--- src/logic/autotest_pkg.sv ---
/*
  Test record and failure report definitions for the self-test sequencer.
  A record is the first 16 bytes of an SD block, captured byte by byte
  and read back by field. Operand and expected words arrive least
  significant byte first, so their fields hold the bytes in arrival order
  and swap_bytes() turns them into numeric values.
*/
package autotest_pkg;

  typedef logic [31:0] operand_t;
  typedef logic [31:0] result_t;
  typedef logic [63:0] exec_time_t;
  typedef logic [31:0] error_count_t;

  localparam logic [31:0] SIGNATURE = 32'hAABBCCDD;
  localparam int RECORD_BYTES = 16;
  localparam int REPORT_BYTES = 28;
  localparam logic [7:0] FILL_BYTE = 8'hFF;

  // byte 0 sits in the top bits, same as element 0 of the byte view
  typedef struct packed {
    logic [31:0] signature;
    operand_t    operand_a;
    operand_t    operand_b;
    result_t     expected;
  } record_fields_t;

  typedef union packed {
    logic [0:RECORD_BYTES-1][7:0] bytes;
    record_fields_t               fields;
  } record_u;

  function automatic logic [31:0] swap_bytes(input logic [31:0] w);
    return {w[7:0], w[15:8], w[23:16], w[31:24]};
  endfunction

endpackage

--- src/logic/sd_pkg.sv ---
/*
  SD card block addressing and the SPI host command and status words.
  Command bits are held until the host raises busy; data_out is valid
  in the cycle busy falls after a byte read.
*/
package sd_pkg;

  localparam int BLOCK_BYTES = 512;
  localparam logic [31:0] START_BLOCK = 32'h0010_0000;

  typedef logic [31:0] block_addr_t;
  typedef logic [9:0]  byte_idx_t;

  typedef struct packed {
    logic rst;
    logic r_block;
    logic r_byte;
    logic w_block;
    logic w_byte;
  } spi_cmd_t;

  typedef struct packed {
    logic       busy;
    logic [7:0] data_out;
  } spi_stat_t;

endpackage

--- src/logic/autotest_top.sv ---
/*
  Self-test top level. Connects the sequencer to the record loader, the
  UUT runner and the report serializer. The SPI host and the UUT sit
  outside this block.
*/
`timescale 1ns/10ps

module autotest_top (
  input  logic                       clk,
  input  logic                       rst,
  input  sd_pkg::spi_stat_t          spi_stat_i,
  input  logic                       end_uut_i,
  input  autotest_pkg::result_t      result_i,
  output sd_pkg::spi_cmd_t           spi_cmd_o,
  output sd_pkg::block_addr_t        spi_block_addr_o,
  output logic [7:0]                 spi_data_in_o,
  output logic                       uut_rst_o,
  output autotest_pkg::operand_t     operand_a_o,
  output autotest_pkg::operand_t     operand_b_o,
  output autotest_pkg::error_count_t error_count_o,
  output logic                       done_o
);

  logic                     load_we;
  sd_pkg::byte_idx_t        byte_idx;
  autotest_pkg::record_u    record;
  logic                     run_start;
  logic                     uut_done;
  logic                     mismatch;
  autotest_pkg::result_t    result;
  autotest_pkg::exec_time_t exec_time;
  logic [7:0]               report_byte;

  test_sequencer u_seq (
    .clk(clk), .rst(rst), .spi_stat_i(spi_stat_i), .record_i(record),
    .uut_done_i(uut_done), .mismatch_i(mismatch), .report_byte_i(report_byte),
    .spi_cmd_o(spi_cmd_o), .spi_block_addr_o(spi_block_addr_o),
    .spi_data_in_o(spi_data_in_o), .load_we_o(load_we), .byte_idx_o(byte_idx),
    .run_start_o(run_start), .done_o(done_o)
  );

  record_loader u_loader (
    .clk(clk), .rst(rst), .load_we_i(load_we), .byte_idx_i(byte_idx),
    .data_i(spi_stat_i.data_out), .record_o(record)
  );

  uut_runner u_runner (
    .clk(clk), .rst(rst), .run_start_i(run_start), .end_uut_i(end_uut_i),
    .result_i(result_i), .record_i(record), .uut_rst_o(uut_rst_o),
    .operand_a_o(operand_a_o), .operand_b_o(operand_b_o), .result_o(result),
    .exec_time_o(exec_time), .uut_done_o(uut_done), .mismatch_o(mismatch),
    .error_count_o(error_count_o)
  );

  report_writer u_report (
    .byte_idx_i(byte_idx), .record_i(record), .result_i(result),
    .exec_time_i(exec_time), .data_o(report_byte)
  );

endmodule

--- src/logic/record_loader.sv ---
/*
  Test record capture. Bytes read from the SD block are stored by their
  position in the block; only the first RECORD_BYTES positions are kept,
  the rest of the block passes by unused.
*/
`timescale 1ns/10ps

module record_loader (
  input  logic                  clk,
  input  logic                  rst,
  input  logic                  load_we_i,
  input  sd_pkg::byte_idx_t     byte_idx_i,
  input  logic [7:0]            data_i,
  output autotest_pkg::record_u record_o
);

  logic in_record;

  assign in_record = (byte_idx_i < autotest_pkg::RECORD_BYTES);

  always_ff @(posedge clk) begin
    if (rst) begin
      record_o <= '0;
    end else if (load_we_i && in_record) begin
      // element k holds block byte k
      record_o.bytes[byte_idx_i[3:0]] <= data_i;
    end
  end

endmodule

--- src/logic/report_writer.sv ---
/*
  Failure report serializer. Returns the report byte at the given block
  position: the record as read, then the captured result and the
  execution time, both least significant byte first, then fill bytes up
  to the end of the block.
*/
`timescale 1ns/10ps

module report_writer (
  input  sd_pkg::byte_idx_t        byte_idx_i,
  input  autotest_pkg::record_u    record_i,
  input  autotest_pkg::result_t    result_i,
  input  autotest_pkg::exec_time_t exec_time_i,
  output logic [7:0]               data_o
);

  localparam int RESULT_BASE = autotest_pkg::RECORD_BYTES;
  localparam int TIME_BASE   = RESULT_BASE + 4;

  sd_pkg::byte_idx_t res_off;
  sd_pkg::byte_idx_t time_off;

  assign res_off  = byte_idx_i - sd_pkg::byte_idx_t'(RESULT_BASE);
  assign time_off = byte_idx_i - sd_pkg::byte_idx_t'(TIME_BASE);

  always_comb begin
    if (byte_idx_i < RESULT_BASE) begin
      // signature goes out msb first, as stored
      data_o = record_i.bytes[byte_idx_i[3:0]];
    end else if (byte_idx_i < TIME_BASE) begin
      data_o = result_i[{res_off[1:0], 3'b000} +: 8];
    end else if (byte_idx_i < autotest_pkg::REPORT_BYTES) begin
      data_o = exec_time_i[{time_off[2:0], 3'b000} +: 8];
    end else begin
      data_o = autotest_pkg::FILL_BYTE;
    end
  end

endmodule

--- src/logic/test_sequencer.sv ---
/*
  Main FSM of the self-test session. Resets the SPI host, reads each test
  block in full, checks the signature, starts the UUT run and, on a
  mismatch, writes the failure report over the same block. Every command
  is held until the host raises busy, then the FSM waits for busy to fall.
  A block with a bad signature ends the session with done_o high.
*/
`timescale 1ns/10ps

module test_sequencer (
  input  logic                  clk,
  input  logic                  rst,
  input  sd_pkg::spi_stat_t     spi_stat_i,
  input  autotest_pkg::record_u record_i,
  input  logic                  uut_done_i,
  input  logic                  mismatch_i,
  input  logic [7:0]            report_byte_i,
  output sd_pkg::spi_cmd_t      spi_cmd_o,
  output sd_pkg::block_addr_t   spi_block_addr_o,
  output logic [7:0]            spi_data_in_o,
  output logic                  load_we_o,
  output sd_pkg::byte_idx_t     byte_idx_o,
  output logic                  run_start_o,
  output logic                  done_o
);

  typedef enum logic [3:0] {
    ST_SPI_RST, ST_SPI_RST_WAIT, ST_IDLE,
    ST_RD_BLOCK, ST_RD_BLOCK_WAIT, ST_RD_BYTE, ST_RD_BYTE_WAIT,
    ST_CHECK, ST_RUN,
    ST_WR_BLOCK, ST_WR_BLOCK_WAIT, ST_WR_BYTE, ST_WR_BYTE_WAIT,
    ST_NEXT, ST_DONE
  } state_t;

  state_t state, state_nx;
  sd_pkg::block_addr_t block_addr;
  sd_pkg::byte_idx_t byte_cnt;
  logic [7:0] data_q;
  logic busy;
  logic cnt_clr;
  logic cnt_inc;
  logic blk_inc;

  assign busy = spi_stat_i.busy;

  always_comb begin
    state_nx    = state;
    spi_cmd_o   = '0;
    load_we_o   = 1'b0;
    run_start_o = 1'b0;
    cnt_clr     = 1'b0;
    cnt_inc     = 1'b0;
    blk_inc     = 1'b0;
    case (state)
      ST_SPI_RST: begin
        spi_cmd_o.rst = 1'b1;
        if (busy) state_nx = ST_SPI_RST_WAIT;
      end
      ST_SPI_RST_WAIT: if (!busy) state_nx = ST_IDLE;
      ST_IDLE: begin
        cnt_clr = 1'b1;
        if (!busy) state_nx = ST_RD_BLOCK;
      end
      ST_RD_BLOCK: begin
        spi_cmd_o.r_block = 1'b1;
        if (busy) state_nx = ST_RD_BLOCK_WAIT;
      end
      ST_RD_BLOCK_WAIT: begin
        spi_cmd_o.r_block = 1'b1;
        if (!busy) state_nx = ST_RD_BYTE;
      end
      ST_RD_BYTE: begin
        spi_cmd_o.r_block = 1'b1;
        spi_cmd_o.r_byte  = 1'b1;
        if (busy) state_nx = ST_RD_BYTE_WAIT;
      end
      ST_RD_BYTE_WAIT: begin
        spi_cmd_o.r_block = 1'b1;
        if (!busy) begin
          // data_out is only valid in this cycle
          load_we_o = 1'b1;
          cnt_inc   = 1'b1;
          if (byte_cnt == sd_pkg::byte_idx_t'(sd_pkg::BLOCK_BYTES - 1)) begin
            state_nx = ST_CHECK;
          end else begin
            state_nx = ST_RD_BYTE;
          end
        end
      end
      ST_CHECK: begin
        if (!busy) begin
          if (record_i.fields.signature == autotest_pkg::SIGNATURE) begin
            run_start_o = 1'b1;
            state_nx    = ST_RUN;
          end else begin
            state_nx = ST_DONE;
          end
        end
      end
      ST_RUN: begin
        cnt_clr = 1'b1;
        if (uut_done_i) state_nx = mismatch_i ? ST_WR_BLOCK : ST_NEXT;
      end
      ST_WR_BLOCK: begin
        spi_cmd_o.w_block = 1'b1;
        if (busy) state_nx = ST_WR_BLOCK_WAIT;
      end
      ST_WR_BLOCK_WAIT: begin
        spi_cmd_o.w_block = 1'b1;
        if (!busy) state_nx = ST_WR_BYTE;
      end
      ST_WR_BYTE: begin
        spi_cmd_o.w_block = 1'b1;
        spi_cmd_o.w_byte  = 1'b1;
        // count on accept so the next byte is fetched while busy
        if (busy) begin
          cnt_inc  = 1'b1;
          state_nx = ST_WR_BYTE_WAIT;
        end
      end
      ST_WR_BYTE_WAIT: begin
        spi_cmd_o.w_block = 1'b1;
        if (!busy) begin
          if (byte_cnt == sd_pkg::byte_idx_t'(sd_pkg::BLOCK_BYTES)) begin
            state_nx = ST_NEXT;
          end else begin
            state_nx = ST_WR_BYTE;
          end
        end
      end
      ST_NEXT: begin
        blk_inc  = 1'b1;
        state_nx = ST_IDLE;
      end
      ST_DONE: state_nx = ST_DONE;
      default: state_nx = ST_SPI_RST;
    endcase
  end

  always_ff @(posedge clk) begin
    if (rst) begin
      state      <= ST_SPI_RST;
      block_addr <= sd_pkg::START_BLOCK;
      byte_cnt   <= '0;
    end else begin
      state <= state_nx;
      if (blk_inc) block_addr <= block_addr + 32'd1;
      if (cnt_clr) begin
        byte_cnt <= '0;
      end else if (cnt_inc) begin
        byte_cnt <= byte_cnt + 10'd1;
      end
    end
  end

  // write byte stays stable while w_byte is up
  always_ff @(posedge clk) begin
    if (state == ST_WR_BLOCK_WAIT || state == ST_WR_BYTE_WAIT) begin
      data_q <= report_byte_i;
    end
  end

  assign spi_block_addr_o = block_addr;
  assign spi_data_in_o    = data_q;
  assign byte_idx_o       = byte_cnt;
  assign done_o           = (state == ST_DONE);

endmodule

--- src/logic/uut_runner.sv ---
/*
  UUT run control. Releases the UUT from reset on run_start, counts the
  cycles until end_uut, then captures the result, compares it with the
  expected value of the record and pulses uut_done. The error counter
  keeps the number of failed tests for the whole session.
*/
`timescale 1ns/10ps

module uut_runner (
  input  logic                       clk,
  input  logic                       rst,
  input  logic                       run_start_i,
  input  logic                       end_uut_i,
  input  autotest_pkg::result_t      result_i,
  input  autotest_pkg::record_u      record_i,
  output logic                       uut_rst_o,
  output autotest_pkg::operand_t     operand_a_o,
  output autotest_pkg::operand_t     operand_b_o,
  output autotest_pkg::result_t      result_o,
  output autotest_pkg::exec_time_t   exec_time_o,
  output logic                       uut_done_o,
  output logic                       mismatch_o,
  output autotest_pkg::error_count_t error_count_o
);

  autotest_pkg::result_t expected;
  logic running;
  logic fail;

  assign operand_a_o = autotest_pkg::swap_bytes(record_i.fields.operand_a);
  assign operand_b_o = autotest_pkg::swap_bytes(record_i.fields.operand_b);
  assign expected    = autotest_pkg::swap_bytes(record_i.fields.expected);

  assign running = ~uut_rst_o;
  assign fail    = (result_i != expected);

  always_ff @(posedge clk) begin
    if (rst) begin
      uut_rst_o     <= 1'b1;
      uut_done_o    <= 1'b0;
      error_count_o <= '0;
    end else begin
      uut_done_o <= 1'b0;
      if (run_start_i) begin
        uut_rst_o <= 1'b0;
      end else if (running && end_uut_i) begin
        // back into reset together with the done pulse
        uut_rst_o  <= 1'b1;
        uut_done_o <= 1'b1;
        if (fail) begin
          error_count_o <= error_count_o + 32'd1;
        end
      end
    end
  end

  always_ff @(posedge clk) begin
    if (run_start_i) begin
      exec_time_o <= '0;
    end else if (running) begin
      if (end_uut_i) begin
        result_o   <= result_i;
        mismatch_o <= fail;
      end else begin
        exec_time_o <= exec_time_o + 64'd1;
      end
    end
  end

endmodule

--- config.mk ---
export PLATFORM = sky130hd
export DESIGN_NAME = autotest_top
export DESIGN_NICKNAME = d
export VERILOG_FILES = /design/src/logic/autotest_pkg.sv /design/src/logic/sd_pkg.sv /design/src/logic/autotest_top.sv /design/src/logic/record_loader.sv /design/src/logic/report_writer.sv /design/src/logic/test_sequencer.sv /design/src/logic/uut_runner.sv
export SDC_FILE = /design/constraint.sdc
export NUM_CORES = 1
export LEC_CHECK = 0
export BUFFER_PORTS_ARGS = -buffer_cell sky130_fd_sc_hd__buf_4
export CELL_PAD_IN_SITES_DETAIL_PLACEMENT = 0
export CELL_PAD_IN_SITES_GLOBAL_PLACEMENT = 2
export CORE_MARGIN = 4
export CORE_UTILIZATION = 37
export DETAILED_ROUTE_END_ITERATION = 12
export PLACE_DENSITY_LB_ADDON = 0.1
export SYNTH_ARGS = -nofsm -noshare
export SYNTH_HDL_FRONTEND = slang
export SYNTH_SLANG_ARGS = --single-unit
--- constraint.sdc ---
create_clock -name clk -period 4.6 [get_ports clk]
set_clock_uncertainty 0.15 [all_clocks]
set_input_delay 0.69 -clock clk [delete_from_list [all_inputs] [get_ports clk]]
set_output_delay 0.69 -clock clk [all_outputs]
set_load 0.02 [all_outputs]
**After elaboration in Yosys (flattened, before gate mapping)**

Cells that the tools add are included.

- Add/sub/neg operators: 6
- $mul: 0
- Divide/modulo/power cells: 0
- $lt $le $gt $ge: 5
- Eq/ne operators: 31
- Shift operators: 2
- Multiplexer cells: 44
- Bitwise operators: 4
- Reduce and logical (&&, ||, !) cells: 15

Operator list:

| kind | count |
|---|---|
| 128-bit bitwise mux | 1 |
| 32-bit by 1-bit adder with 32-bit output, second input constant | 2 |
| 64-bit by 1-bit adder with 64-bit output, second input constant | 1 |
| 64-bit by 7-bit indexed part select with 8-bit output | 1 |
| 4-bit one-hot mux with 15 select lines | 1 |
| 4-bit two-way mux | 13 |
| 8-bit two-way mux | 6 |
| 8-bit binary-select mux with 4-bit select | 1 |
| 8-bit demux with 4-bit select | 1 |
| 32-bit equality test, second input constant | 1 |
| 32-bit != test | 1 |
| 32-bit by 6-bit indexed part select with 8-bit output | 1 |
| 10-bit by 5-bit less-than comparator with 1-bit output, second input constant | 3 |
| 4-bit equality test, second input constant | 7 |
| 2-bit != test, second input constant | 12 |
| 4-bit by 3-bit equality test with 1-bit output, second input constant | 4 |
| 1-bit two-way mux | 16 |
| 13-bit AND reduction | 1 |
| 10-bit by 1-bit adder with 10-bit output, second input constant | 1 |
| 10-bit equality test, second input constant | 1 |
| 10-bit by 9-bit equality test with 1-bit output, second input constant | 1 |
| 3-bit two-way mux | 3 |
| 4-bit by 2-bit equality test with 1-bit output, second input constant | 2 |
| 4-bit OR reduction | 2 |
| 17 further kinds | 24 |

- Bits in registers: 313
- Bits in latches: 0
- Bits in writable memories: 0
- Memory bits (read-only): 0
- Input port bits: 44
- Output and inout port bits: 143
- Logic and storage cells: 118
- Memories kept: 0

**Depth between registers and ports, before layout**

Gate-level depths: netlist of the first run.

- Word-level depth: 6
- Depth in mapped cells: 12
- Mapped depth without buffers: 8

**By module**

Synthesis of the first run repeated with hierarchy kept, for this count alone.

- Cells, all modules: 1678
- Area total of the unflattened synthesis: 16552.1 µm²

By module, submodules not included:

| module | instances | cells each | area an instance (µm²) | seq. area each (µm²) |
|---|---|---|---|---|
| uut_runner | 1 | 680 | 6496.2 | 2952.8 |
| record_loader | 1 | 458 | 5242.5 | 2562.5 |
| test_sequencer | 1 | 330 | 2852.7 | 1161.1 |
| report_writer | 1 | 210 | 1960.6 | 0.0 |

**Worst setup path after synthesis of the first run**

Ideal clock, no wire load.

- Path type: input port to flip-flop
- Start: in spi_stat_i[8] in the netlist's numbering
- End: reg u_runner.mismatch_o, enable pin
- Library setup time: 423 ps
- Arrival time: 3191 ps
- Required time: 4027 ps
- Path slack: 836 ps
- Stages on the path: 8
- Buffers on the path: 5
- Cell sequence: clkbuf_1 -> nor2_1 -> and3_1 -> clkbuf_1 -> buf_2 -> buf_2 -> buf_2 -> nor2_1

- Cells in the longest elaborated chain, start to end: 4

Ends and longest elaborated chain:

| element | RTL line | source |
|---|---|---|
| start: declaration | autotest_top.sv:11 | `input sd_pkg::spi_stat_t spi_stat_i,` |
| 1-bit two-way mux | test_sequencer.sv:91 | `if (!busy) begin` |
| 1-bit two-way mux | test_sequencer.sv:54 | `case (state)` |
| 1-bit NOT (no line) | - |  |
| 3-bit AND reduction (no line) | - |  |
| end signal: assignment | uut_runner.sv:63 | `mismatch_o <= fail;` |
| end: declaration | uut_runner.sv:22 | `output logic mismatch_o,` |

No other way between the ends.
A chain may end at the register's enable or synchronous reset.

**Final worst setup path of the first run**

- Start: reg u_seq.state[2]
- End: reg u_loader.record_o[8] in the netlist's numbering

- Cells in the longest elaborated chain, start to end: 3

Ends and longest elaborated chain:

| element | RTL line | source |
|---|---|---|
| start: declaration | test_sequencer.sv:35 | `state_t state, state_nx;` |
| start signal: assignment | test_sequencer.sv:146 | `state <= state_nx;` |
| 4-bit by 3-bit equality test with 1-bit output | test_sequencer.sv:54 |  |
| 1-bit two-way mux | test_sequencer.sv:54 |  |
| 1-bit logical AND | record_loader.sv:24 | `end else if (load_we_i && in_record) begin` |
| end: declaration | record_loader.sv:14 | `output autotest_pkg::record_u record_o` |

No other way between the ends.

==> summary.md, run 1 <==
| Metric | Value |
|---|---|
| DP HPWL | `35000 um` |
| FMAX | `312 MHz` |
| Multi-input gate area | `7970 sq um` |
| Top area cells in the synthesized netlist | `dfxtp_1 (35%), mux4_2 (9.2%), edfxtp_1 (7.8%)` |
| Diodes inserted | `0` |
| Mapped Cells | `1692` |
| Synthesis Warnings | `0` |
| Synth Net Count | `1743` |
| Hold WC Path Type | `in2reg` |
| Clk root buf | `clkbuf_16` |
| Port Buf Inserts | `186` |
| Least-Margin Pin Slew | `1.16 ns` |
| Post-Route WL | `50300 um` |
| DRT Pass-1 Iters | `5` |
| Initial Util | `37.4%` |
| FF+latch count, synth | `313` |
| EDFF count, synth | `41` |
| Synth Flop Type | `dfxtp_1` |
| Status | `finished clean` |
| Setup-failing EPs final | `0` |
| Die area | `45900 sq um` |
| Die Wd | `214 um` |
| Worst r2r src | `u_seq.state[2]` |
| Peak supply drop | `0.194 mV` |
| MaxCap Viol Count | `0` |
| Unique masters post-synth | `55` |
| Hold Crit Start | `result_i[30]` |
| Final Cycle Share | `69.8%` |
| Req. time, crit path | `4.87 ns` |
| Post-Route Setup TNS | `0 ns` |
| Hold bufs inserted after CTS | `0` |
| RSZ-0062 raised after global routing | `false` |
| Post-synthesis sequential area ratio | `42.4%` |
| Synthesis-to-finish area growth | `16.0%` |
| Gr usage total | `21.3%` |
| Post-CTS Resized | `0` |
| 1st-iter DRT viols | `984` |
| Core area | `42000 sq um` |
| Critical path origin | `u_seq.state[2]` |
| Overall power | `6.26 mW` |
| Layout Utilization | `43.4%` |
| Yosys top cell area share | `34.6%` |
| CP arrival | `3.48 ns` |
| # H-tree levels | `2` |
| Relative slew margins | `22.1%` |
| Fillcell total | `4139` |
| WS Path Type | `reg2reg` |
| CTS Buf Count | `38` |
| DR WL/cell | `21.7 um` |
| Vias | `12600` |
| Vias/cell | `5.42` |
| Num rows | `75` |
| Fin. Hold Viols | `0` |
| Grt ovf | `0` |
| Register area | `6680 sq um` |
| Height of the die | `214 um` |
| GPL Wtd Cong | `0.820` |
| First-pass GRT wire length | `77600 um` |
| ANT nets after route | `0` |
| Crit-path max FO | `16` |
| CTS tree | `yes` |
| Mapped Area | `15700 sq um` |
| Largest net degree at the start of global routing | `109` |
| Ports | `187` |
| Ys async rst share | `0%` |
| Largest area contributor in the netlist | `dfxtp_1` |
| Vias in the first global route | `12300` |
| Pwr Density | `343 nW/um^2` |
| Leak Pwr | `6.59 nW` |
| Setup bufs post-CTS | `0` |
| Syn avg cell area | `9.30 sq um` |
| DRC | `0` |
| CTS max path bufs | `3` |
| Critical Path End Type | `flip-flop` |
| Worst-path clk slew | `0.06 ns` |
| Min cycle time layout | `3.21 ns` |
| Startpoint type of the worst setup path | `flip-flop` |
| Nets | `1809` |
| Share of layout cells above drive strength 1 | `21.0%` |
| Max Slew Vio Count | `0` |
| Worst skew pair latency | `0.56 ns` |
| Clock Sink Count | `313` |
| Initial antenna violation count | `1` |
critical path, cell delays in order (launching register included):
cell,delay [ns]
dfxtp_1,0.63
nand2_1,0.20
or4_1,0.65
nor3_4,0.66
buf_4,0.26
nand3_4,0.20
mux2i_1,0.25
nor2_1,0.06
cell type report:
class	count	area share, %
clock buffers	60	6.34
clock inverters	6	0.425
inverters	26	0.535
multi-input cells	1168	43.6
flip-flops and latches	313	36.6
well taps	539	3.69
repair buffers	211	8.76
report_power, final:
part | switching (mW) | internal, mW | total, mW | leakage [nW]
Combinational | 0.244 | 0.164 | 0.408 | 3.43
Clock | 1.20 | 1.83 | 3.03 | 0.603
Sequential | 0.0346 | 2.78 | 2.82 | 2.56
Total | 1.48 | 4.77 | 6.26 | 6.59
registers in the layout (all words and copies together) (netlist names):
register,flops
u_loader.record_o,128
u_runner.exec_time_o,64
u_runner.error_count_o,32
u_runner.result_o,32
u_seq.spi_block_addr_o,32
u_seq.byte_idx_o,10
u_seq.spi_data_in_o,8
u_seq.state,4
u_runner.mismatch_o,1
u_runner.uut_done_o,1
u_runner.uut_rst_o,1
worst paths after layout:
check | to | slack (ns) | cells past startpoint
worst max-delay path | u_loader.record_o[8] | 1.39 | 7
worst min-delay path | u_runner.result_o[30] | 0.18 | 1
worst max register to register | u_loader.record_o[8] | 1.39 | 7
worst min register to register | u_loader.record_o[105] | 0.32 | 2
cells by family after synthesis:
family | share of synthesized area [%]
simple gates | 23.1
flops | 42.4
buf+inv | 7.08
compound gates | 6.30
xor+xnor | 7.46
mux | 13.1
fa+ha+maj | 0.556
synth_stat cells (41+ instances only):
cell type and instances:
dfxtp_1 272, nor2_1 175, nand2_1 172, nand3_1 140
a21oi_1 122, xnor2_1 81, clkbuf_1 79, buf_4 64
mux4_2 64, xor2_1 53, nand4_1 51, nor3_1 43
edfxtp_1 41
layer usage:
metal,vias up,track usage [%],wire (um)
li1,6054,-,-
met1,6195,31.2,23900
met2,279,33.1,23100
met3,57,3.88,2430
met4,0,4.28,861
met5,-,0,0
through the flow:
step | cells | area, sq um | setup slack [ns] | hold WS, ns
2_1_floorplan | 1692 | 15700 | 0.836 | 0.291
3_3_place_gp | 2257 | 17000 | 1.27 | 0.311
3_5_place_dp | 2257 | 17000 | 1.22 | 0.311
4_1_cts | 2323 | 18300 | 1.37 | 0.155
5_1_grt | 2323 | 18300 | 1.13 | 0.157
6_report | 2323 | 18300 | 1.39 | 0.183
placed cells by master, fill, tap and decap left out, types with 6 or more instances in the layout:
master,netlist,final
edfxtp_1,41,41
o22ai_1,10,10
a21oi_1,122,122
nand3_1,140,140
buf_4,64,209
or3_1,13,13
clkbuf_16,0,41
and2_1,10,10
nand2b_1,8,8
mux4_2,64,64
nor2b_1,22,20
xnor2_1,81,81
dfxtp_1,272,269
o21ai_0,22,22
clkbuf_1,79,13
o31ai_1,9,9
nor2_1,175,173
ha_1,7,7
xor2_1,53,53
nor4_1,22,22
nand4b_1,6,6
mux2_2,25,25
and3_1,17,16
and4_1,14,14
inv_1,26,26
clkbuf_8,0,6
nor3_1,43,42
nand4_1,51,51
nand2_1,172,172
mux2i_1,34,34
or4_1,10,10
(Power assumes the default switching activity.)
==> inputs of run 2 (changes only) <==
--- a/config.mk
+++ b/config.mk
@@ -9,7 +9,7 @@
 export CELL_PAD_IN_SITES_DETAIL_PLACEMENT = 0
 export CELL_PAD_IN_SITES_GLOBAL_PLACEMENT = 2
 export CORE_MARGIN = 4
-export CORE_UTILIZATION = 37
+export CORE_UTILIZATION = 33
 export DETAILED_ROUTE_END_ITERATION = 12
 export PLACE_DENSITY_LB_ADDON = 0.1
 export SYNTH_ARGS = -nofsm -noshare
==> constraint.sdc (replaced) <==
create_clock -name clk -period 2.7 [get_ports clk]
set_clock_uncertainty 0.15 [all_clocks]
set_input_delay 0.405 -clock clk [delete_from_list [all_inputs] [get_ports clk]]
set_output_delay 0.405 -clock clk [all_outputs]
set_load 0.02 [all_outputs]
==> summary.md, run 2 (synthesis gave the netlist of run 1 again) <==
| Metric | Value |
|---|---|
| Status | `finished clean` |
| Startpoint type of the worst setup path | `flip-flop` |
| Worst-path clk slew | `0.06 ns (about the same)` |
| WS Path Type | `reg2reg` |
| Least-Margin Pin Slew | `0.943 ns (-0.221 ns)` |
| Ports | `187 (unchanged)` |
| Cell Area, Placed | `17500 sq um (+3.0%)` |
| Height of the die | `226 um (+5.7%)` |
| Initial Util | `33.6% (-3.8 points)` |
| Relative slew margins | `37.0% (+15 points)` |
| DR WL/cell | `20.2 um (-6.6%)` |
| Share of layout cells above drive strength 1 | `23.0% (+2.0 points)` |
| Clock Sink Count | `313 (unchanged)` |
| Gr usage total | `19.3% (-2.0 points)` |
| CP arrival | `2.84 ns (-0.64 ns)` |
| DRC | `0 (unchanged)` |
| Worst path slowest cell | `or4_4` |
| Crit-path cells | `or4_4, or3_1, nor3_4, buf_12, buf_4, buf_12, nand3_1, a21oi_1` |
| Grt ovf | `0 (unchanged)` |
| Placed insts | `2362 (+4.7%)` |
| Vias/cell | `5.18 (-4.5%)` |
| Diodes inserted | `0 (unchanged)` |
| FMAX | `398 MHz (+28%)` |
| Worst skew pair latency | `0.55 ns (about the same)` |
| Overall power | `11.0 mW (+76%)` |
| Number of flip-flops in the largest register | `128 (unchanged)` |
| Req. time, crit path | `3.03 ns (-1.84 ns)` |
| Final non-filler cell total | `2472 (+6.4%)` |
| Nets | `1886 (+4.3%)` |
| CTS Buf Count | `40 (+5.3%)` |
| Most frequent cells in the layout | `dfxtp_1 (269), buf_4 (236), nor2_1 (173)` |
| Port Buf Inserts | `186 (unchanged)` |
| Num rows | `79 (+5.3%)` |
| Setup-failing EPs final | `0 (unchanged)` |
| Largest registers | `u_loader.record_o: 128 flops, u_runner.exec_time_o: 64 flops` |
| Die Wd | `226 um (+5.7%)` |
| First-pass GRT wire length | `77900 um (+0.41%)` |
| Vias | `12800 (+1.7%)` |
| Fin. Hold Viols | `0 (unchanged)` |
| Final instance area | `19300 sq um (+5.6%)` |
| Peak supply drop | `0.452 mV (+130%)` |
| Largest net degree at the start of global routing | `66 (-39%)` |
| Crit path top cell by count | `buf_12` |
| # H-tree levels | `2 (unchanged)` |
| Max Slew Vio Count | `0 (unchanged)` |
| RSZ-0062 raised after global routing | `false` |
| Vias in the first global route | `12600 (+2.3%)` |
| CTS max path bufs | `3 (unchanged)` |
| Synthesis-to-finish area growth | `22.4%` |
| CTS tree | `yes` |
| ANT nets after route | `0 (unchanged)` |
| Biggest register | `u_loader.record_o` |
| Most common cell after layout, fill and taps aside | `dfxtp_1` |
| Final Cycle Share | `93.1% (+23 points)` |
| GPL Wtd Cong | `0.819 (-0.18%)` |
| DRT Pass-1 Iters | `5 (unchanged)` |
| Hold WC Path Type | `in2reg` |
| 1st-iter DRT viols | `911 (-7.4%)` |
| Pwr Density | `570 nW/um^2 (+67%)` |
| Core area | `46900 sq um (+11%)` |
| Die area | `51300 sq um (+12%)` |
| Largest stage delay, worst path | `0.54 ns (-0.12 ns)` |
| Initial antenna violation count | `0 (-1)` |
| Critical Path End Type | `flip-flop` |
| Crit-path max FO | `24 (+8)` |
| DP HPWL | `35300 um (+0.87%)` |
| Clk root buf | `clkbuf_16` |
| Leak Pwr | `7.04 nW (+6.9%)` |
| MaxCap Viol Count | `0 (unchanged)` |
| Min cycle time layout | `2.51 ns (-0.697 ns)` |
| Post-Route WL | `50000 um (-0.63%)` |
==> run 2: changes by cell type in the layout (fill, tap and decap cells not counted), sizes merged, moves of 2 or more <==
cell         delta
bufinv          +2
buf            +43
clkinv          +5
inv             +3
dlygate4sd3    +32
clkbuf          -5
==> run 2: where the power goes <==
group	internal, mW	switching (mW)
clock	3.29	2.13
combinational	0.350	0.437
sequential	4.74	0.0522
==> run 2: path summary, 6_finish.rpt <==
| path | startpoint | to | slack [ns] | cells after the start |
|---|---|---|---|---|
| hold / removal | end_uut_i | u_runner.exec_time_o[1] | 0.07 | 3 |
| setup / recovery | u_seq.byte_idx_o[5] | u_loader.record_o[77] | 0.19 | 8 |
| setup reg to reg | u_seq.byte_idx_o[5] | u_loader.record_o[77] | 0.19 | 8 |
| hold reg to reg | u_loader.record_o[102] | u_loader.record_o[102] | 0.32 | 2 |
==> run 2: metrics by stage <==
stage          hold WS, ns  utilization [%]  setup slack, ns  TNS (ns)
6_report            0.0743             41.1            0.187         0
5_1_grt             0.0539             41.1           0.0217         0
4_1_cts             0.0245             41.1           0.0986         0
3_5_place_dp         0.314             37.4           -0.116     -3.17
3_3_place_gp         0.307             37.4          -0.0891     -2.01
2_1_floorplan        0.291                -           0.0606         0
==> run 2: worst max-delay path: cells and delay by family, from the launching register on <==
family                 cells  cell delay (ns)
AO/OA/AOI/OAI              1             0.13
buffers and inverters      3             0.43
flip-flops                 1             0.30
AND/OR/NAND/NOR            4             1.41
==> run 2: final cells by class <==
class                   instances  area (sq um)
clock buffers                  55          1120
flip-flops and latches        313          6680
repair buffers                286          2440
multi-input cells            1168          7970
fillers                      4677         27600
inverters                      26          97.6
well taps                     607           759
clock inverters                17           196
==> run 2: routing by layer <==
layer	global-route usage, %	wire length [um]
met5	0	0
met4	4.50	1050
met3	3.22	1860
met2	31.0	23700
met1	27.4	23400
==> run 2: repair_timing <==
action | 4_1_cts | 5_1_grt
endpoints found under the hold margin | 32 | 0
hold buffers | 32 | 0
pin swaps | 3 | 1
gates resized for setup | 0 | 1
endpoints found under the setup margin | 43 | 27
buffers inserted | 5 | 1
